**config.mk**
```make
export PLATFORM = sky130hd
export DESIGN_NAME = eeprom_i2c_top
export DESIGN_NICKNAME = d
export VERILOG_FILES = /design/src/rtl/eeprom_pkg.sv /design/src/rtl/eeprom_cfg_regs.sv /design/src/rtl/i2c_bit_engine.sv /design/src/rtl/eeprom_sequencer.sv /design/src/rtl/eeprom_i2c_top.sv
export SDC_FILE = /design/constraint.sdc
export NUM_CORES = 1
export LEC_CHECK = 0
export ABC_AREA = 1
export BUFFER_PORTS_ARGS = -buffer_cell sky130_fd_sc_hd__buf_4
export CELL_PAD_IN_SITES_DETAIL_PLACEMENT = 2
export CELL_PAD_IN_SITES_GLOBAL_PLACEMENT = 2
export CORE_MARGIN = 5
export CORE_UTILIZATION = 37
export CTS_CLUSTER_SIZE = 30
export DETAILED_ROUTE_END_ITERATION = 7
export PLACE_DENSITY_LB_ADDON = 0.1
export SYNTH_ARGS = -nofsm -noshare
export SYNTH_HDL_FRONTEND = slang
export SYNTH_HIERARCHICAL = 1
export SYNTH_SLANG_ARGS = --single-unit
```
**constraint.sdc**
```tcl
create_clock -name CLK -period 5.2 [get_ports CLK]
set_clock_uncertainty 0.2 [all_clocks]
set_input_delay 0.52 -clock CLK [delete_from_list [all_inputs] [get_ports CLK]]
set_output_delay 0.52 -clock CLK [all_outputs]
set_load 0.02 [all_outputs]
```
**src/rtl/eeprom_pkg.sv**
```systemverilog
package eeprom_pkg;

    // bus commands from sequencer to bit engine
    localparam logic [1:0] cmd_start = 2'd0;
    localparam logic [1:0] cmd_stop  = 2'd1;
    localparam logic [1:0] cmd_write = 2'd2;
    localparam logic [1:0] cmd_read  = 2'd3;

    // 24C16 style control byte
    typedef struct packed {
        logic [3:0] dev_code;
        logic [2:0] block;    // addr[10:8]
        logic       rnw;
    } ctrl_fields_t;

    typedef union packed {
        ctrl_fields_t f;
        logic [7:0]   raw;
    } ctrl_byte_u;

    localparam logic [3:0] dev_code_default = 4'b1010;
    localparam logic [7:0] scl_div_default  = 8'd4;

    localparam logic cfg_sel_div = 1'b0;
    localparam logic cfg_sel_dev = 1'b1;

    // sequencer states
    localparam logic [3:0] st_idle    = 4'd0;
    localparam logic [3:0] st_start   = 4'd1;
    localparam logic [3:0] st_ctrl_w  = 4'd2;
    localparam logic [3:0] st_addr    = 4'd3;
    localparam logic [3:0] st_data_w  = 4'd4;
    localparam logic [3:0] st_restart = 4'd5;
    localparam logic [3:0] st_ctrl_r  = 4'd6;
    localparam logic [3:0] st_data_r  = 4'd7;
    localparam logic [3:0] st_stop    = 4'd8;
    localparam logic [3:0] st_done    = 4'd9;

endpackage

```
**src/rtl/eeprom_cfg_regs.sv**
```systemverilog
`timescale 1ns/1ps

module eeprom_cfg_regs (
    input  logic       CLK,
    input  logic       RESET,
    input  logic       cfg_wr,
    input  logic       cfg_sel,
    input  logic [7:0] cfg_wdata,
    input  logic       busy,
    output logic [7:0] scl_div,
    output logic [3:0] dev_code
);

    always_ff @(posedge CLK)
    begin
        if (RESET)
        begin
            scl_div  <= eeprom_pkg::scl_div_default;
            dev_code <= eeprom_pkg::dev_code_default;
        end
        else if (cfg_wr && !busy) // no changes mid transfer
        begin
            case (cfg_sel)
                eeprom_pkg::cfg_sel_div: scl_div  <= cfg_wdata;
                eeprom_pkg::cfg_sel_dev: dev_code <= cfg_wdata[3:0];
                default: ;
            endcase
        end
    end

    // control byte must see one device code for the whole transaction
    a_dev_stable: assert property (@(posedge CLK) disable iff (RESET)
        busy |=> $stable(dev_code));

endmodule

```
**src/rtl/i2c_bit_engine.sv**
```systemverilog
`timescale 1ns/1ps

module i2c_bit_engine (
    input  logic       CLK,
    input  logic       RESET,
    input  logic [7:0] scl_div,
    input  logic [1:0] cmd,
    input  logic       cmd_go,
    input  logic [7:0] tx_byte,
    input  logic       master_nack,
    output logic       cmd_done,
    output logic [7:0] rx_byte,
    output logic       slave_ack,
    output logic       scl,
    output logic       sda_low,
    input  logic       sda_in
);

    logic       running;
    logic [1:0] cmd_r;
    logic [7:0] tx_r;
    logic [7:0] div_cnt;  // cycles within a quarter
    logic [1:0] quarter;
    logic [3:0] bit_cnt;  // 8 is the ack bit
    logic       tick;
    logic       data_cmd;
    logic       last_bit;

    assign tick     = running && (div_cnt == scl_div);
    assign data_cmd = (cmd_r == eeprom_pkg::cmd_write) || (cmd_r == eeprom_pkg::cmd_read);
    assign last_bit = !data_cmd || (bit_cnt == 4'd8);

    // sda level for the first quarter while scl is low
    function automatic logic first_sda(input logic [1:0] c, input logic [3:0] b,
                                       input logic [7:0] d, input logic nack);
        logic pull;
        case (c)
            eeprom_pkg::cmd_start: pull = 1'b0;  // falls later in the period
            eeprom_pkg::cmd_stop:  pull = 1'b1;
            eeprom_pkg::cmd_write: pull = (b == 4'd8) ? 1'b0 : !d[3'd7 - b[2:0]];
            default:               pull = (b == 4'd8) ? !nack : 1'b0;
        endcase
        return pull;
    endfunction

    always_ff @(posedge CLK)
    begin
        if (RESET)
        begin
            running   <= 1'b0;
            cmd_r     <= eeprom_pkg::cmd_start;
            cmd_done  <= 1'b0;
            slave_ack <= 1'b0;
            scl       <= 1'b1;
            sda_low   <= 1'b0;
            div_cnt   <= '0;
            quarter   <= '0;
            bit_cnt   <= '0;
        end
        else
        begin
            cmd_done <= 1'b0;
            if (cmd_go)
            begin
                running <= 1'b1;
                cmd_r   <= cmd;
                div_cnt <= '0;
                quarter <= '0;
                bit_cnt <= '0;
                scl     <= 1'b0;
                sda_low <= first_sda(cmd, 4'd0, tx_byte, master_nack);
            end
            else if (running)
            begin
                if (!tick)
                    div_cnt <= div_cnt + 8'd1;
                else
                begin
                    div_cnt <= '0;
                    quarter <= quarter + 2'd1;
                    case (quarter)
                        2'd0: scl <= 1'b1;
                        2'd1:
                        begin
                            // middle of scl high
                            if (cmd_r == eeprom_pkg::cmd_start)
                                sda_low <= 1'b1;
                            else if (cmd_r == eeprom_pkg::cmd_stop)
                                sda_low <= 1'b0;
                            else if (cmd_r == eeprom_pkg::cmd_write && bit_cnt == 4'd8)
                                slave_ack <= !sda_in;
                        end
                        2'd2: scl <= (cmd_r == eeprom_pkg::cmd_stop); // stop leaves scl high
                        default:
                        begin
                            if (last_bit)
                            begin
                                running  <= 1'b0;
                                cmd_done <= 1'b1;
                            end
                            else
                            begin
                                bit_cnt <= bit_cnt + 4'd1;
                                sda_low <= first_sda(cmd_r, bit_cnt + 4'd1, tx_r, master_nack);
                            end
                        end
                    endcase
                end
            end
        end
    end

    always_ff @(posedge CLK)
    begin
        if (cmd_go)
            tx_r <= tx_byte;
        if (tick && quarter == 2'd1 && cmd_r == eeprom_pkg::cmd_read && bit_cnt != 4'd8)
            rx_byte <= {rx_byte[6:0], sda_in}; // msb first
    end

    // sequencer waits for cmd_done before the next command
    a_go_idle: assert property (@(posedge CLK) disable iff (RESET)
        cmd_go |-> !running);

    a_sda_hold: assert property (@(posedge CLK) disable iff (RESET)
        (running && data_cmd && scl && $past(scl)) |-> $stable(sda_low));

endmodule

```
**src/rtl/eeprom_sequencer.sv**
```systemverilog
`timescale 1ns/1ps

module eeprom_sequencer (
    input  logic        CLK,
    input  logic        RESET,
    input  logic        wr,
    input  logic        rd,
    input  logic [10:0] addr,
    input  logic [7:0]  wdata,
    input  logic [3:0]  dev_code,
    output logic [7:0]  rdata,
    output logic        ack,
    output logic        busy,
    output logic        nack_err,
    output logic [1:0]  cmd,
    output logic        cmd_go,
    output logic [7:0]  tx_byte,
    output logic        master_nack,
    input  logic        cmd_done,
    input  logic [7:0]  rx_byte,
    input  logic        slave_ack
);

    logic [3:0]             state;
    logic [3:0]             next_state;
    logic                   issued;   // cmd_go sent for this state
    logic                   is_read;
    logic [10:0]            addr_r;
    logic [7:0]             wdata_r;
    eeprom_pkg::ctrl_byte_u ctrl;

    always_comb
    begin
        ctrl.f.dev_code = dev_code;
        ctrl.f.block    = addr_r[10:8];
        ctrl.f.rnw      = (state == eeprom_pkg::st_ctrl_r);
        case (state)
            eeprom_pkg::st_addr:   tx_byte = addr_r[7:0];
            eeprom_pkg::st_data_w: tx_byte = wdata_r;
            default:               tx_byte = ctrl.raw;
        endcase
        case (state)
            eeprom_pkg::st_start, eeprom_pkg::st_restart: cmd = eeprom_pkg::cmd_start;
            eeprom_pkg::st_stop:                          cmd = eeprom_pkg::cmd_stop;
            eeprom_pkg::st_data_r:                        cmd = eeprom_pkg::cmd_read;
            default:                                      cmd = eeprom_pkg::cmd_write;
        endcase
    end

    // the only read byte gets a nack
    assign master_nack = (state == eeprom_pkg::st_data_r);

    always_comb
    begin
        case (state)
            eeprom_pkg::st_start:   next_state = eeprom_pkg::st_ctrl_w;
            eeprom_pkg::st_ctrl_w:  next_state = eeprom_pkg::st_addr;
            eeprom_pkg::st_addr:    next_state = is_read ? eeprom_pkg::st_restart
                                                         : eeprom_pkg::st_data_w;
            eeprom_pkg::st_data_w:  next_state = eeprom_pkg::st_stop;
            eeprom_pkg::st_restart: next_state = eeprom_pkg::st_ctrl_r;
            eeprom_pkg::st_ctrl_r:  next_state = eeprom_pkg::st_data_r;
            eeprom_pkg::st_data_r:  next_state = eeprom_pkg::st_stop;
            eeprom_pkg::st_stop:    next_state = eeprom_pkg::st_done;
            default:                next_state = eeprom_pkg::st_idle;
        endcase
    end

    always_ff @(posedge CLK)
    begin
        if (RESET)
        begin
            state    <= eeprom_pkg::st_idle;
            issued   <= 1'b0;
            is_read  <= 1'b0;
            cmd_go   <= 1'b0;
            ack      <= 1'b0;
            busy     <= 1'b0;
            nack_err <= 1'b0;
        end
        else
        begin
            cmd_go <= 1'b0;
            ack    <= 1'b0;
            case (state)
                eeprom_pkg::st_idle:
                    if (wr || rd)
                    begin
                        is_read  <= !wr; // wr wins
                        busy     <= 1'b1;
                        nack_err <= 1'b0;
                        state    <= eeprom_pkg::st_start;
                    end
                eeprom_pkg::st_done:
                begin
                    ack   <= 1'b1;
                    busy  <= 1'b0;
                    state <= eeprom_pkg::st_idle;
                end
                default:
                    if (!issued)
                    begin
                        cmd_go <= 1'b1;
                        issued <= 1'b1;
                    end
                    else if (cmd_done)
                    begin
                        issued <= 1'b0;
                        if (cmd == eeprom_pkg::cmd_write && !slave_ack)
                        begin
                            nack_err <= 1'b1;  // abort straight to stop
                            state    <= eeprom_pkg::st_stop;
                        end
                        else
                            state <= next_state;
                    end
            endcase
        end
    end

    always_ff @(posedge CLK)
    begin
        if (state == eeprom_pkg::st_idle && (wr || rd))
        begin
            addr_r  <= addr;
            wdata_r <= wdata;
        end
        if (state == eeprom_pkg::st_data_r && cmd_done)
            rdata <= rx_byte;
    end

    a_ack_no_go: assert property (@(posedge CLK) disable iff (RESET)
        !(ack && cmd_go));

endmodule

```
**src/rtl/eeprom_i2c_top.sv**
```systemverilog
`timescale 1ns/1ps

module eeprom_i2c_top (
    input  logic        CLK,
    input  logic        RESET,
    input  logic        wr,
    input  logic        rd,
    input  logic [10:0] addr,
    input  logic [7:0]  wdata,
    input  logic        cfg_wr,
    input  logic        cfg_sel,
    input  logic [7:0]  cfg_wdata,
    input  logic        sda_in,
    output logic [7:0]  rdata,
    output logic        ack,
    output logic        busy,
    output logic        nack_err,
    output logic        scl,
    output logic        sda_low   // high pulls sda down
);

    logic [7:0] scl_div;
    logic [3:0] dev_code;
    logic [1:0] cmd;
    logic       cmd_go;
    logic [7:0] tx_byte;
    logic       master_nack;
    logic       cmd_done;
    logic [7:0] rx_byte;
    logic       slave_ack;

    eeprom_cfg_regs i_cfg (
        .CLK       (CLK),
        .RESET     (RESET),
        .cfg_wr    (cfg_wr),
        .cfg_sel   (cfg_sel),
        .cfg_wdata (cfg_wdata),
        .busy      (busy),
        .scl_div   (scl_div),
        .dev_code  (dev_code)
    );

    eeprom_sequencer i_seq (
        .CLK         (CLK),
        .RESET       (RESET),
        .wr          (wr),
        .rd          (rd),
        .addr        (addr),
        .wdata       (wdata),
        .dev_code    (dev_code),
        .rdata       (rdata),
        .ack         (ack),
        .busy        (busy),
        .nack_err    (nack_err),
        .cmd         (cmd),
        .cmd_go      (cmd_go),
        .tx_byte     (tx_byte),
        .master_nack (master_nack),
        .cmd_done    (cmd_done),
        .rx_byte     (rx_byte),
        .slave_ack   (slave_ack)
    );

    i2c_bit_engine i_bit (
        .CLK         (CLK),
        .RESET       (RESET),
        .scl_div     (scl_div),
        .cmd         (cmd),
        .cmd_go      (cmd_go),
        .tx_byte     (tx_byte),
        .master_nack (master_nack),
        .cmd_done    (cmd_done),
        .rx_byte     (rx_byte),
        .slave_ack   (slave_ack),
        .scl         (scl),
        .sda_low     (sda_low),
        .sda_in      (sda_in)
    );

endmodule

```
### After elaboration in Yosys (flattened, before gate mapping)

Index checks and enable logic that the tools add are counted.

| cells by class | value |
|---|---|
| add/subtract/negate cells | 4 |
| order comparisons | 1 |
| equality and inequality tests | 24 |
| mux-type cells | 44 |
| bitwise operators | 9 |
| reduce and logical (&&, ||, !) cells | 51 |

Operators with widths:

| kind | number |
|---|---|
| $mux 1 | 28 |
| $pmux 4 s7 | 1 |
| $eq 4x3->1 const B | 4 |
| $eq 4x4->1 const B | 4 |
| $mux 4 | 4 |
| $pmux 8 s2 | 1 |
| $reduce_bool 2->1 | 6 |
| $pmux 1 s2 | 5 |
| $reduce_and 2->1 | 5 |
| $reduce_and 5->1 | 2 |
| $reduce_or 2->1 | 5 |
| $logic_and 1x1->1 | 9 |
| $not 1->1 | 9 |
| $reduce_bool 3->1 | 3 |
| $add 8x1->8 const B | 1 |
| $eq 2x2->1 const B | 4 |
| $eq 4x2->1 const B | 2 |
| $eq 8x8->1 | 1 |
| $logic_not 1->1 | 8 |
| $mux 8 | 1 |
| $pmux 4 s2 | 1 |
| $reduce_and 7->1 | 1 |
| $reduce_or 7->1 | 1 |
| $eq 2x1->1 const B | 3 |
| other kinds (19) | 24 |

| word-level totals | value |
|---|---|
| register bits | 86 |
| bits of input ports | 34 |
| output and inout bits | 13 |
| logic and storage cells | 156 |

### Logic depth before layout (Yosys ltp)

Gate-level depths: netlist (run 1).

| logic depth | value |
|---|---|
| word-level depth | 12 |
| depth in mapped cells | 13 |
| gate-level depth less buffers | 13 |

### Hierarchy

The synthesis (run 1) kept the hierarchy.

By module, submodules not included:

| module | instances | cells an instance | area an instance (um^2) | seq. area each (um^2) |
|---|---|---|---|---|
| i2c_bit_engine | 1 | 250 | 1921.8 | 900.9 |
| eeprom_sequencer | 1 | 151 | 1516.5 | 1011.0 |
| eeprom_cfg_regs | 1 | 73 | 511.7 | 240.2 |

### Least setup slack after synthesis (run 1)

Ideal clock, no wire load.

| path | value |
|---|---|
| path type | register to register |
| from | reg i_bit.bit_cnt[0] |
| to | reg i_bit.rx_byte[0], enable pin |
| library setup time | 0.395 ns |
| arrival time | 1.824 ns |
| required time | 4.605 ns |
| path slack | 2.781 ns |
| cell stages (with the launch flop) | 7 |
| path buffers | 1 |
| clock period less this slack | 2.419 ns |
| cell sequence | dfxtp_1 > buf_2 > inv_1 > ha_1 > nand3b_1 > nand2_1 > nor4_1 |

| between the ends | value |
|---|---|
| longest elaborated chain between the ends | 2 |

Ends and longest elaborated chain:

| what | line | RTL |
|---|---|---|
| from (decl) | i2c_bit_engine.sv:24 | `logic [3:0] bit_cnt;` |
| from (signal assigned) | i2c_bit_engine.sv:103 | `bit_cnt <= bit_cnt + 4'd1;` |
| $ne 4x4->1 | i2c_bit_engine.sv:117 | `if (tick && quarter == 2'd1 && cmd_r == eeprom_pkg::cmd_read && bit_cnt != 4'd8)` |
| $logic_and 1x1->1 | i2c_bit_engine.sv:117 |  |
| to (signal assigned) | i2c_bit_engine.sv:118 | `rx_byte <= {rx_byte[6:0], sda_in};` |
| to (decl) | i2c_bit_engine.sv:12 | `output logic [7:0] rx_byte,` |

No other way between the ends.
A chain may end at the register's enable or synchronous reset.

### Worst setup path in the final report (run 1)

| path | value |
|---|---|
| from | reg i_bit.running |
| to | reg i_bit.rx_byte[7], enable pin |

| between the ends | value |
|---|---|
| longest elaborated chain between the ends | 4 |

Ends and longest elaborated chain:

| what | line | RTL |
|---|---|---|
| from (decl) | i2c_bit_engine.sv:19 | `logic running;` |
| from (signal assigned) | i2c_bit_engine.sv:50 | `running <= 1'b0;` |
| from (signal assigned) | i2c_bit_engine.sv:65 | `running <= 1'b1;` |
| from (signal assigned) | i2c_bit_engine.sv:98 | `running <= 1'b0;` |
| $logic_and 1x1->1 | i2c_bit_engine.sv:29 | `assign tick = running && (div_cnt == scl_div);` |
| $logic_and 1x1->1 (3 in a row) | i2c_bit_engine.sv:117 |  |

No other way between the ends.

==> report_table.html, run 1 <==
<table>
<tr><th>Metric</th><th>Value</th></tr>
<tr><th colspan="2">Flow run</th></tr>
<tr><td>Max capacitance violation total</td><td>0</td></tr>
<tr><th colspan="2">Route</th></tr>
<tr><td>Highest metal layer with signal wires</td><td>met4</td></tr>
<tr><td>Met3 Wirelength</td><td>261 microns</td></tr>
<tr><td>First-iteration detailed-routing DRC count</td><td>101</td></tr>
<tr><td>Met2 WL post-DR</td><td>5580 microns</td></tr>
<tr><td>Number of vias per cell</td><td>between 4 and 5</td></tr>
<tr><td>DRC Markers</td><td>0</td></tr>
<tr><td>Routed Wire Length</td><td>10700 microns</td></tr>
<tr><td>DR vias</td><td>between 3000 and 4000</td></tr>
<tr><td>Routed len/inst</td><td>16.1 microns</td></tr>
<tr><td>Wire length on met1</td><td>around 4700 microns</td></tr>
<tr><td>Antenna-violating nets left</td><td>0</td></tr>
<tr><td>Pre-Repair DR Iteration Count</td><td>4</td></tr>
<tr><th colspan="2">Synthesis</th></tr>
<tr><td>Post-Syn Instances</td><td>474</td></tr>
<tr><td>Top-area cell type share of the netlist area</td><td>0.327</td></tr>
<tr><td>Synth unique cells</td><td>36</td></tr>
<tr><td>Mean post-synth cell area</td><td>8.33 sq um</td></tr>
<tr><td>Net Count, Synth</td><td>516</td></tr>
<tr><td>YS warnings</td><td>6</td></tr>
<tr><td>Sequential-to-total area share from yosys stat</td><td>0.545</td></tr>
<tr><td>Largest cells by area after synthesis</td><td>edfxtp_1 (33%), dfxtp_1 (22%), nand2_1 (14%)</td></tr>
<tr><td>Number of storage elements in the synthesis netlist</td><td>86</td></tr>
<tr><td>Post-synthesis cell type with the largest combined area</td><td>edfxtp_1</td></tr>
<tr><td>Synth Cell Area</td><td>between 0.003 and 0.004 sq mm</td></tr>
<tr><th colspan="2">Global route</th></tr>
<tr><td>Global-route usage over all layers</td><td>0.178</td></tr>
<tr><td>First-pass GRT wire length</td><td>17900 microns</td></tr>
<tr><td>Number of antenna violations at the first check in global routing</td><td>0</td></tr>
<tr><td>Vias in the first global route</td><td>3558</td></tr>
<tr><td>Largest net degree at the start of global routing</td><td>23</td></tr>
<tr><td>GRT overflow</td><td>0</td></tr>
<tr><th colspan="2">Clock tree</th></tr>
<tr><td>Clock slew at reported path FFs</td><td>0.09 ns</td></tr>
<tr><td>CTS root buf</td><td>clkbuf_8</td></tr>
<tr><td>Clock latency at the later pin of the worst-skew pair</td><td>roughly 0.36 ns</td></tr>
<tr><td>CTS tree</td><td>done</td></tr>
<tr><td># H-tree levels</td><td>3</td></tr>
<tr><td>Setup repair bufs after CTS</td><td>0</td></tr>
<tr><td>Number of cells upsized or downsized after cts</td><td>0</td></tr>
<tr><td>Inserted Clock Buffers</td><td>9</td></tr>
<tr><td>Max clock buf depth</td><td>2</td></tr>
<tr><td>Clock sink total</td><td>86</td></tr>
<tr><td>Hold buffer count at cts</td><td>0</td></tr>
<tr><th colspan="2">STA</th></tr>
<tr><td>Final Hold Viols</td><td>0</td></tr>
<tr><td>Max Transition Viols Final</td><td>0</td></tr>
<tr><td>Share of the cycle needed by the critical path after routing</td><td>0.452</td></tr>
<tr><td>Setup_tns</td><td>0 ns</td></tr>
<tr><td>Setup repair after global routing missed its margin</td><td>false</td></tr>
<tr><td>Time the final worst path needs with I/O delays and setup</td><td>2.35 ns</td></tr>
<tr><td>Setup-violating endpoint count in the final report</td><td>0</td></tr>
<tr><td>Actual slew at the worst max-slew pin</td><td>1.10 ns</td></tr>
<tr><td>Max Clock Freq</td><td>426 MHz</td></tr>
<tr><td>Slew HR</td><td>0.264</td></tr>
<tr><th colspan="2">Setup path</th></tr>
<tr><td>CP max FO</td><td>14</td></tr>
<tr><td>Kind of end point of the critical path</td><td>flop</td></tr>
<tr><td>Startpoint of the most critical register-to-register path</td><td>i_bit/running</td></tr>
<tr><td>Setup CP Type</td><td>reg -&gt; reg</td></tr>
<tr><td>Arrival time at the worst endpoint</td><td>2.22 ns</td></tr>
<tr><td>Startpoint type of the worst setup path</td><td>flop</td></tr>
<tr><td>Required time of the critical path</td><td>5.07 ns</td></tr>
<tr><td>Worst Setup SP</td><td>i_bit/running</td></tr>
<tr><th colspan="2">Cells and area</th></tr>
<tr><td>Area grow syn2layout</td><td>16.9%</td></tr>
<tr><td># diodes</td><td>0</td></tr>
<tr><td>NumNets Final</td><td>568</td></tr>
<tr><td>Fraction of layout instances using a drive strength above 1</td><td>0.154</td></tr>
<tr><td>Post-route non-filler standard cell count</td><td>667</td></tr>
<tr><th colspan="2">Place</th></tr>
<tr><td>RD Place Congestion</td><td>0.815</td></tr>
<tr><td>Number of cells in the design after placement</td><td>around 650</td></tr>
<tr><td>Number of buffers added on ports</td><td>46</td></tr>
<tr><td>Half-perimeter wire length after detailed placement</td><td>8170 microns</td></tr>
<tr><th colspan="2">Power and ir drop</th></tr>
<tr><td>Worst vdd ir</td><td>0.000219 V</td></tr>
<tr><td>Static leakage</td><td>0.00203 uW</td></tr>
<tr><td>Total power divided by cell area</td><td>421 mW/mm^2</td></tr>
<tr><th colspan="2">Floorplanning</th></tr>
<tr><td>Die Height</td><td>approximately 110 microns</td></tr>
<tr><td>Die area</td><td>around 0.013 sq mm</td></tr>
<tr><td>Effective utilization at floorplan</td><td>0.381</td></tr>
<tr><td>Core ar.</td><td>0.0104 sq mm</td></tr>
<tr><td>I/O Pins</td><td>47</td></tr>
<tr><td>Die width</td><td>113 microns</td></tr>
<tr><td>Row count</td><td>37</td></tr>
<tr><th colspan="2">Outcome</th></tr>
<tr><td>Result of the run</td><td>finished, final reports clean</td></tr>
<tr><th colspan="2">Min path</th></tr>
<tr><td>Startpoint of the worst hold path</td><td>addr[2]</td></tr>
<tr><td>Path category of the worst min-delay check</td><td>in -&gt; reg</td></tr>
</table>
==> area by class of cell <==
cell class / count / area (sq um)
repair buffers: 47 / 353
inverters: 68 / 255
flip-flops and latches: 86 / 2150
clock buffers: 11 / 131
fillers: 1192 / 5750
well taps: 136 / 170
clock inverters: 5 / 60.1
multi-input cells: 314 / 1500
==> cell families after synthesis <==
logic type | count (synthesis) | share of synthesized area
simple gates | 273 | 0.307
xor+xnor | 1 | 0.00222
fa+ha+maj | 8 | 0.0253
compound gates | 32 | 0.0437
flops | 86 | 0.545
buf+inv | 74 | 0.0767
==> state kept, by name, summed over array words and instances, names as in the netlist, 2 cells and up <==
register / flops
i_bit/rx_byte: 8
i_bit/cmd_r: 2
i_seq/rdata: 8
i_seq/state: 4
i_cfg/dev_code: 4
i_bit/quarter: 2
i_bit/tx_r: 8
i_bit/bit_cnt: 4
i_cfg/scl_div: 8
i_seq/addr_r: 11
i_seq/wdata_r: 8
i_bit/div_cnt: 8
==> per-layer routing <==
layer | global-route usage | vias to the layer above
met3 | 0.0305 | 14
met4 | 0.0577 | 0
met5 | 0 | -
met1 | 0.214 | 1576
met2 | 0.322 | 46
li1 | - | 1625
==> synth_stat cells <==
cell        n
nand2_2     4
dfxtp_1    43
inv_1      65
nand3b_1    2
or2_2       3
nand3_4     1
a21oi_2     1
nor3_2      1
nand2_4     1
a31oi_1     1
nor2_2      3
nand3_2     1
o21ai_1     4
buf_2       2
nor2_1     55
nor3_1      3
and2_1      1
o21ai_0     3
xor2_1      1
o21a_1      1
a21oi_1    20
clkbuf_4    1
buf_4       1
nor2_4      3
ha_1        8
nor3b_1     4
edfxtp_1   43
nand3_1    31
inv_2       3
a211oi_1    1
nand4_1    13
a21boi_0    1
and3_1      1
buf_6       2
nor4_1      2
nand2_1   144
==> placed cells by master, fill, tap and decap left out, drive strengths merged, types with 2 or more instances in the layout <==
master  synthesis  routed
ha              8       8
nand2         149     149
nand3          33      33
nor3b           4       4
nand3b          2       2
a21oi          21      21
clkinv          0       2
dfxtp          43      43
nand4          13      13
inv            68      69
edfxtp         43      43
or2             3       3
nor4            2       2
buf             5      47
nor3            4       4
clkbuf          1      11
nor2           61      61
o21ai           7       7
==> final timing paths <==
check,end,slack (ns),cells past startpoint
setup / recovery,i_bit/rx_byte[7],2.85,5
hold / removal,i_seq/addr_r[2],0.13,1
setup reg to reg,i_bit/rx_byte[7],2.85,5
hold reg to reg,i_seq/rdata[7],0.23,0
==> metrics by stage <==
| step | util | instance area, sq um | hold WS, ns | total power, uW | worst slack, ns |
|---|---|---|---|---|---|
| 2_1_floorplan | - | 3950 | 0.200 | 1310 | 2.78 |
| 5_1_grt | 0.445 | 4620 | 0.103 | 2090 | 2.72 |
| 4_1_cts | 0.445 | 4620 | 0.110 | 1980 | 2.87 |
| 3_3_place_gp | 0.427 | 4430 | 0.205 | 1460 | 3.07 |
| 3_5_place_dp | 0.427 | 4430 | 0.215 | 1490 | 2.90 |
| 6_report | 0.445 | 4620 | 0.129 | 1940 | 2.85 |
==> critical path: stages, from the launching register on <==
cell and delay (ns):
dfxtp_1 0.65, nand4_1 0.19, nor2_2 0.28, nand2_4 0.14, nor4_1 0.33, buf_4 0.26
==> where the power goes <==
group | internal [uW] | switching [uW] | leakage, uW
logic | 164 | 347 | 0.00118
clock network | 224 | 245 | 0.0000939
registers | 872 | 91.5 | 0.000752
total | 1260 | 684 | 0.00203
(Power assumes the default switching activity.)
==> run 2, diff against run 1 <==
CORE_UTILIZATION = 31   (was 37)
clock period = 1.9 ns   (was 5.2 ns; I/O delays follow)
==> run 2 against run 1 <==
  * Combinational power rose to 3.7 times the previous value
  * Global-route usage down 0.90 points
  * Hold slack better by 0.052 ns
  * Non-clock buffer count up 64
  * Clock power rose to 3.8 times the previous value
  * Flip-flop and latch count unchanged
  * First-iteration DRC count down 25%
  * Core utilization down 0.67 points
  * Largest cell class unchanged
  * Maximum frequency up 28%
  * Power rose to 3.2 times the previous value
  * Register-to-register slack worse by 2.8 ns
==> report_table.html, run 2 (synthesis results as in run 1) <==
<table>
<tr><th>Metric</th><th>Value</th></tr>
<tr><th colspan="2">Outcome</th></tr>
<tr><td>Result of the run</td><td>finished, final reports clean</td></tr>
<tr><th colspan="2">Setup path</th></tr>
<tr><td>Arrival time at the worst endpoint</td><td>1.89 ns</td></tr>
<tr><td>Startpoint type of the worst setup path</td><td>flop</td></tr>
<tr><td>Startpoint of the most critical register-to-register path</td><td>i_seq/state[3]</td></tr>
<tr><td>Cell depth of the worst flop-to-flop path</td><td>11</td></tr>
<tr><td>Worst Setup SP</td><td>i_seq/state[3]</td></tr>
<tr><td>Setup CP Type</td><td>reg -&gt; reg</td></tr>
<tr><td>Required time of the critical path</td><td>1.95 ns</td></tr>
<tr><td>Kind of end point of the critical path</td><td>flop</td></tr>
<tr><td>CP max FO</td><td>5</td></tr>
<tr><th colspan="2">STA</th></tr>
<tr><td>PnR worst setup slack</td><td>0.0586 ns</td></tr>
<tr><td>Actual slew at the worst max-slew pin</td><td>0.361 ns</td></tr>
<tr><td>Max Clock Freq</td><td>543 MHz</td></tr>
<tr><td>Time the final worst path needs with I/O delays and setup</td><td>approximately 1.8 ns</td></tr>
<tr><td>Max Transition Viols Final</td><td>0</td></tr>
<tr><td>Slew HR</td><td>0.759</td></tr>
<tr><td>Final Hold Viols</td><td>0</td></tr>
<tr><td>Setup-violating endpoint count in the final report</td><td>0</td></tr>
<tr><td>Share of the cycle needed by the critical path after routing</td><td>0.969</td></tr>
<tr><td>Setup repair after global routing missed its margin</td><td>true</td></tr>
<tr><th colspan="2">Route</th></tr>
<tr><td>Number of vias per cell</td><td>4.59</td></tr>
<tr><td>Routed Wire Length</td><td>11900 microns</td></tr>
<tr><td>DR vias</td><td>3517</td></tr>
<tr><td>Pre-Repair DR Iteration Count</td><td>4</td></tr>
<tr><td>First-iteration detailed-routing DRC count</td><td>76</td></tr>
<tr><td>DRC Markers</td><td>0</td></tr>
<tr><td>Routed len/inst</td><td>15.5 microns</td></tr>
<tr><td>Antenna-violating nets left</td><td>0</td></tr>
<tr><th colspan="2">Clock tree</th></tr>
<tr><td>Clock latency at the later pin of the worst-skew pair</td><td>0.35 ns</td></tr>
<tr><td>CTS tree</td><td>done</td></tr>
<tr><td>Clock sink total</td><td>86</td></tr>
<tr><td>Inserted Clock Buffers</td><td>9</td></tr>
<tr><td>Clock slew at reported path FFs</td><td>0.06 ns</td></tr>
<tr><td>Max clock buf depth</td><td>2</td></tr>
<tr><td># H-tree levels</td><td>3</td></tr>
<tr><td>CTS root buf</td><td>clkbuf_16</td></tr>
<tr><th colspan="2">Cells and area</th></tr>
<tr><td>NumNets Final</td><td>approximately 630</td></tr>
<tr><td>Most common cell after layout, fill and taps aside</td><td>nand2_1</td></tr>
<tr><td>Flip-flop count of the largest register after layout</td><td>11</td></tr>
<tr><td>Top library cells by usage in the layout, fill and taps aside</td><td>nand2_1 (132), buf_4 (77), inv_1 (62)</td></tr>
<tr><td>Area grow syn2layout</td><td>39.5%</td></tr>
<tr><td># diodes</td><td>0</td></tr>
<tr><td>Fraction of layout instances using a drive strength above 1</td><td>0.266</td></tr>
<tr><td>Largest register by flop count</td><td>i_seq/addr_r</td></tr>
<tr><th colspan="2">Floorplanning</th></tr>
<tr><td>Die width</td><td>123 microns</td></tr>
<tr><td>Effective utilization at floorplan</td><td>0.314</td></tr>
<tr><td>Core ar.</td><td>0.0126 sq mm</td></tr>
<tr><td>Row count</td><td>41</td></tr>
<tr><td>Die Height</td><td>123 microns</td></tr>
<tr><td>Die area</td><td>~0.015 sq mm</td></tr>
<tr><td>I/O Pins</td><td>47</td></tr>
<tr><th colspan="2">Place</th></tr>
<tr><td>Worst-case setup slack after placement</td><td>-0.0781 ns</td></tr>
<tr><td>Number of buffers added on ports</td><td>46</td></tr>
<tr><td>RD Place Congestion</td><td>about 0.75</td></tr>
<tr><td>Half-perimeter wire length after detailed placement</td><td>between 8000 and 9000 microns</td></tr>
<tr><th colspan="2">Power and ir drop</th></tr>
<tr><td>Worst vdd ir</td><td>a little under 0.0006 V</td></tr>
<tr><td>Static leakage</td><td>~0.0024 uW</td></tr>
<tr><td>Total power divided by cell area</td><td>1140 mW/mm^2</td></tr>
<tr><td>Post-layout power</td><td>approximately 6300 uW</td></tr>
<tr><th colspan="2">Global route</th></tr>
<tr><td>First-pass GRT wire length</td><td>19500 microns</td></tr>
<tr><td>Global-route usage over all layers</td><td>0.169</td></tr>
<tr><td>Number of antenna violations at the first check in global routing</td><td>0</td></tr>
<tr><td>GRT overflow</td><td>0</td></tr>
<tr><td>Largest net degree at the start of global routing</td><td>23</td></tr>
<tr><td>Vias in the first global route</td><td>3944</td></tr>
<tr><th colspan="2">Flow run</th></tr>
<tr><td>Max capacitance violation total</td><td>0</td></tr>
<tr><th colspan="2">Min path</th></tr>
<tr><td>Worst hold path depth</td><td>6</td></tr>
<tr><td>Path category of the worst min-delay check</td><td>in -&gt; reg</td></tr>
<tr><td>Startpoint of the worst hold path</td><td>rd</td></tr>
</table>
[run 2: worst paths after layout]
check / to / slack, ns
worst max register to register: i_bit/sda_low / 0.06
worst max-delay path: i_bit/sda_low / 0.06
worst min register to register: i_seq/rdata[7] / 0.23
worst min-delay path: i_seq/state[3] / 0.18
[run 2: cell type report]
cell class                      instances  area [sq um]
Tap cell                              172           215
Timing Repair Buffer                  111           930
Clock buffer                           10           229
Sequential cell                        86          2180
Fill cell                            1395          7060
Clock inverter                          6          68.8
Multi-Input combinational cell        314          1620
Inverter                               68           260
[run 2: through the flow]
stage                util  setup TNS (ns)  hold WS [ns]  cells  instance area [sq um]
floorplan               -               0        0.0591    474                   3970
global placement    0.377               0         0.168    719                   4740
detailed placement  0.377          -0.287         0.169    719                   4740
CTS                 0.431               0         0.167    767                   5410
global route        0.439         -0.0892         0.208    767                   5510
finish              0.439               0         0.180    767                   5510
[run 2: per-layer routing]
metal / track usage / share of wire
met5: 0 / 0
met4: 0.0637 / 0.019
met3: 0.0323 / 0.027
met2: 0.315 / 0.54
met1: 0.189 / 0.41
[run 2: critical path: stages, from the launching register on]
cell	delay, ns
dfxtp_4	0.38
inv_4	0.06
nor2_4	0.15
nand2_4	0.09
nand3_2	0.09
nand2_2	0.07
ha_2	0.31
nor3_1	0.04
a31oi_1	0.14
nand2_1	0.07
nor2_1	0.09
nor2_1	0.04
[run 2: power by group]
part	leakage [uW]	total (uW)	switching, uW	internal (uW)
combinational	0.00153	1870	1140	731
sequential	0.000760	2640	240	2400
clock	0.000143	1800	770	1030
total	0.00244	6310	2150	4160
[run 2: what timing repair did]
item	CTS	global route
setup buffers	0	0
resized for setup	20	39
pin swaps	0	10
gates cloned	0	0
setup endpoints to repair	9	16
endpoints found under the hold margin	41	0
hold buffers	32	0
==> run 3, diff against run 2 <==
CORE_UTILIZATION = 32   (was 31)
SYNTH_HIERARCHICAL = unset   (was 1)
==> run 3 against run 2 <==
  * The flow now finishes with violations (negative setup slack)
  * Flip-flop and latch count unchanged
  * Critical path type unchanged
  * Critical endpoint is now i_bit.rx_byte[7]
  * Die area decreased by 4.8%
  * Sequential share of layout area increased by 0.71 points
==> report_table.html, run 3 <==
<table>
<tr><th>Metric</th><th>Value</th></tr>
<tr><th colspan="2">Floorplanning</th></tr>
<tr><td>I/O Pins</td><td>47</td></tr>
<tr><td>Die area</td><td>about 0.014 sq mm</td></tr>
<tr><td>Die width</td><td>120 microns</td></tr>
<tr><td>Core ar.</td><td>around 0.012 sq mm</td></tr>
<tr><td>Effective utilization at floorplan</td><td>0.324</td></tr>
<tr><td>Row count</td><td>40</td></tr>
<tr><td>Die Height</td><td>120 microns</td></tr>
<tr><th colspan="2">STA</th></tr>
<tr><td>Max Transition Viols Final</td><td>0</td></tr>
<tr><td>Share of the cycle needed by the critical path after routing</td><td>1.01</td></tr>
<tr><td>Setup-violating endpoint count in the final report</td><td>8</td></tr>
<tr><td>Actual slew at the worst max-slew pin</td><td>0.401 ns</td></tr>
<tr><td>Slew HR</td><td>0.732</td></tr>
<tr><td>PnR worst setup slack</td><td>-0.0176 ns</td></tr>
<tr><td>Setup repair after global routing missed its margin</td><td>true</td></tr>
<tr><td>Time the final worst path needs with I/O delays and setup</td><td>about 1.9 ns</td></tr>
<tr><td>Max Clock Freq</td><td>521 MHz</td></tr>
<tr><td>Final Hold Viols</td><td>0</td></tr>
<tr><th colspan="2">Outcome</th></tr>
<tr><td>Failing checks</td><td>negative setup slack</td></tr>
<tr><td>Result of the run</td><td>finished, violations left</td></tr>
<tr><th colspan="2">Place</th></tr>
<tr><td>Half-perimeter wire length after detailed placement</td><td>8490 microns</td></tr>
<tr><td>Area post-placement</td><td>0.00460 sq mm</td></tr>
<tr><td>Worst-case setup slack after placement</td><td>-0.0467 ns</td></tr>
<tr><td>RD Place Congestion</td><td>0.821</td></tr>
<tr><td>Number of cells in the design after placement</td><td>around 650</td></tr>
<tr><td>Number of buffers added on ports</td><td>between 40 and 50</td></tr>
<tr><th colspan="2">Clock tree</th></tr>
<tr><td># H-tree levels</td><td>3</td></tr>
<tr><td>CTS root buf</td><td>clkbuf_16</td></tr>
<tr><td>Inserted Clock Buffers</td><td>9</td></tr>
<tr><td>Clock slew at reported path FFs</td><td>0.06 ns</td></tr>
<tr><td>Max clock buf depth</td><td>2</td></tr>
<tr><td>Clock sink total</td><td>86</td></tr>
<tr><td>Clock latency at the later pin of the worst-skew pair</td><td>0.35 ns</td></tr>
<tr><td>CTS tree</td><td>done</td></tr>
<tr><th colspan="2">Route</th></tr>
<tr><td>Antenna-violating nets left</td><td>0</td></tr>
<tr><td>DR vias</td><td>3359</td></tr>
<tr><td>First-iteration detailed-routing DRC count</td><td>92</td></tr>
<tr><td>DRC Markers</td><td>0</td></tr>
<tr><td>Routed Wire Length</td><td>around 12000 microns</td></tr>
<tr><td>Number of vias per cell</td><td>4.78</td></tr>
<tr><td>Pre-Repair DR Iteration Count</td><td>4</td></tr>
<tr><td>Routed len/inst</td><td>16.5 microns</td></tr>
<tr><th colspan="2">Global route</th></tr>
<tr><td>Number of antenna violations at the first check in global routing</td><td>0</td></tr>
<tr><td>Global-route usage over all layers</td><td>0.171</td></tr>
<tr><td>GRT overflow</td><td>0</td></tr>
<tr><td>Vias in the first global route</td><td>3795</td></tr>
<tr><td>First-pass GRT wire length</td><td>approximately 19000 microns</td></tr>
<tr><td>Largest net degree at the start of global routing</td><td>20</td></tr>
<tr><th colspan="2">Min path</th></tr>
<tr><td>Worst hold path depth</td><td>4</td></tr>
<tr><td>Startpoint of the worst hold path</td><td>cfg_sel</td></tr>
<tr><td>Path category of the worst min-delay check</td><td>in -&gt; reg</td></tr>
<tr><td>Hold Path End</td><td>i_cfg.dev_code[0]</td></tr>
<tr><th colspan="2">Flow run</th></tr>
<tr><td>Max capacitance violation total</td><td>0</td></tr>
<tr><th colspan="2">Synthesis</th></tr>
<tr><td>Primary flip-flop cell chosen by synthesis mapping</td><td>edfxtp_1</td></tr>
<tr><td>Async set-reset flop share out of synthesis</td><td>0</td></tr>
<tr><td>Synth unique cells</td><td>37</td></tr>
<tr><td>Ranking of synthesized cells by instance count</td><td>nand2_1 (107), nor2_1 (48), inv_1 (46)</td></tr>
<tr><td>YS warnings</td><td>0</td></tr>
<tr><td>Number of enable flip-flop cells after synthesis</td><td>between 40 and 50</td></tr>
<tr><td>Net Count, Synth</td><td>roughly 480</td></tr>
<tr><td>Largest cells by area after synthesis</td><td>edfxtp_1 (33%), dfxtp_1 (22%), nand2_1 (10%)</td></tr>
<tr><td>Sequential-to-total area share from yosys stat</td><td>0.557</td></tr>
<tr><td>Mean post-synth cell area</td><td>8.82 sq um</td></tr>
<tr><td>Post-Syn Instances</td><td>438</td></tr>
<tr><td>Synth Cell Area</td><td>0.00386 sq mm</td></tr>
<tr><td>Dominant cell by count in the synthesized netlist</td><td>nand2_1</td></tr>
<tr><td>Post-synthesis cell type with the largest combined area</td><td>edfxtp_1</td></tr>
<tr><td>Top-area cell type share of the netlist area</td><td>0.334</td></tr>
<tr><td>Number of storage elements in the synthesis netlist</td><td>86</td></tr>
<tr><th colspan="2">Cells and area</th></tr>
<tr><td>Flip-flop count of the largest register after layout</td><td>11</td></tr>
<tr><td>NumNets Final</td><td>592</td></tr>
<tr><td>Largest register by flop count</td><td>i_seq.addr_r</td></tr>
<tr><td>Top library cells by usage in the layout, fill and taps aside</td><td>nand2_1 (105), buf_4 (78), inv_1 (44), nor2_1 (44), edfxtp_1 (43)</td></tr>
<tr><td>Area grow syn2layout</td><td>38.9%</td></tr>
<tr><td>Area taken by multi-input logic gates</td><td>0.00155 sq mm</td></tr>
<tr><td>Post-route non-filler standard cell count</td><td>703</td></tr>
<tr><td>Final Cell Area</td><td>approximately 0.0054 sq mm</td></tr>
<tr><td>Most common cell after layout, fill and taps aside</td><td>nand2_1</td></tr>
<tr><td># diodes</td><td>0</td></tr>
<tr><td>Sequential cell area in the final layout</td><td>0.00216 sq mm</td></tr>
<tr><td>Fill cell count</td><td>1295</td></tr>
<tr><td>Fraction of layout instances using a drive strength above 1</td><td>0.264</td></tr>
<tr><th colspan="2">Setup path</th></tr>
<tr><td>Ordered list of cells on the worst path</td><td>inv_2, nor2_2, nor2_2, nand2_1, nor2_1, nand4_1, nor4_4, buf_6</td></tr>
<tr><td>Required time of the critical path</td><td>1.76 ns</td></tr>
<tr><td>Cell depth of the worst flop-to-flop path</td><td>8</td></tr>
<tr><td>Kind of end point of the critical path</td><td>flop</td></tr>
<tr><td>CP max FO</td><td>8</td></tr>
<tr><td>Max incr delay on CP</td><td>0.33 ns</td></tr>
<tr><td>Arrival time at the worst endpoint</td><td>1.78 ns</td></tr>
<tr><td>Number of buffer and inverter stages on the critical path</td><td>2</td></tr>
<tr><td>Worst path top cell family by delay</td><td>simple AND/OR/NAND/NOR gates</td></tr>
<tr><td>Setup CP Type</td><td>reg -&gt; reg</td></tr>
<tr><td>Startpoint type of the worst setup path</td><td>flop</td></tr>
<tr><td>Startpoint of the most critical register-to-register path</td><td>i_cfg.scl_div[7]</td></tr>
<tr><td>Worst reg2reg path endpoint</td><td>i_bit.rx_byte[7]</td></tr>
<tr><td>Slowest stage cell, crit path</td><td>dfxtp_2</td></tr>
<tr><td>Cell repeated most along the worst path</td><td>nor2_2</td></tr>
<tr><td>Minimum setup slack among reg-to-reg paths</td><td>-0.02 ns</td></tr>
<tr><th colspan="2">Power and ir drop</th></tr>
<tr><td>Post-layout power</td><td>roughly 6200 uW</td></tr>
<tr><td>Static leakage</td><td>0.00222 uW</td></tr>
<tr><td>Total power divided by cell area</td><td>about 1200 mW/mm^2</td></tr>
<tr><td>Worst vdd ir</td><td>0.000836 V</td></tr>
</table>
[run 3: changes by cell type in the layout (fill, tap and decap cells not counted), moves of 5 or more]
| cell | delta |
|---|---|
| nand2_1 | -27 |
| inv_1 | -18 |
| o21ai_0 | +12 |
| nand2_2 | -8 |
| a21oi_1 | +7 |
| nor2_1 | -7 |
| dfxtp_4 | -6 |
| nor3_1 | +6 |
| inv_2 | +5 |
[run 3: stage by stage]
stage	hold slack, ns	setup TNS, ns	util
2_1_floorplan	0.0594	0	-
3_3_place_gp	0.168	0	0.386
3_5_place_dp	0.170	-0.372	0.386
4_1_cts	0.0472	0	0.441
5_1_grt	0.0983	-0.769	0.450
6_report	0.0660	-0.113	0.450
[run 3: layout make-up]
cell class	count	share of cell area
Clock buffer	10	0.0445
Clock inverter	6	0.0217
Inverter	53	0.0371
Multi-Input combinational cell	291	0.288
Sequential cell	86	0.403
Tap cell	147	0.0343
Timing Repair Buffer	110	0.171
[run 3: worst reg2reg max path: stages, from the launching register on]
cell and delay (ns):
dfxtp_2 0.33, inv_2 0.07, nor2_2 0.05, nor2_2 0.13, nand2_1 0.06, nor2_1 0.10
nand4_1 0.19, nor4_4 0.31, buf_6 0.18
[run 3: worst max path at each step]
stage,start,to,slack [ns],cells past startpoint
floorplan,i_bit.bit_cnt[0],i_bit.rx_byte[0],0.04,6
global placement,i_cfg.scl_div[7],i_bit.rx_byte[0],0.01,8
detailed placement,i_bit.div_cnt[7],i_bit.rx_byte[7],-0.05,8
CTS,i_bit.bit_cnt[0],i_bit.sda_low,0.002,13
global route,i_cfg.scl_div[7],i_bit.rx_byte[7],-0.09,8
finish,i_cfg.scl_div[7],i_bit.rx_byte[7],-0.02,8
[run 3: cell families (layout without fill, tap and decap cells)]
family / Yosys count / count (layout) / synth area share
buffers and inverters: 61 / 179 / 0.0651
xor gates and xnor gates: 7 / 7 / 0.0159
AOI/OAI and AO/OA: 53 / 53 / 0.0739
adders and majority gates: 7 / 7 / 0.0227
DFF: 86 / 86 / 0.557
and+or+nand+nor: 224 / 224 / 0.265
[run 3: layer usage]
layer  routed length (microns)  global-route usage  up-vias  share of wire
li1                          -                   -     1670              -
met1                      5200               0.208     1640           0.45
met2                      5980               0.302       39           0.52
met3                       304              0.0443       10          0.026
met4                       131              0.0408        0          0.011
met5                         0                   0        -              0
[run 3: power breakdown]
| group | switching, uW | internal (uW) |
|---|---|---|
| combinational | 996 | 594 |
| sequential | 181 | 2350 |
| clock | 758 | 1330 |
| total | 1930 | 4270 |
[run 3: what timing repair did]
action | CTS | global route
setup endpoints to repair | 8 | 21
hold buffers | 30 | 0
buffers inserted | 0 | 3
hold endpoints to repair | 43 | 0
pin swaps | 2 | 5
gates resized for setup | 1 | 28
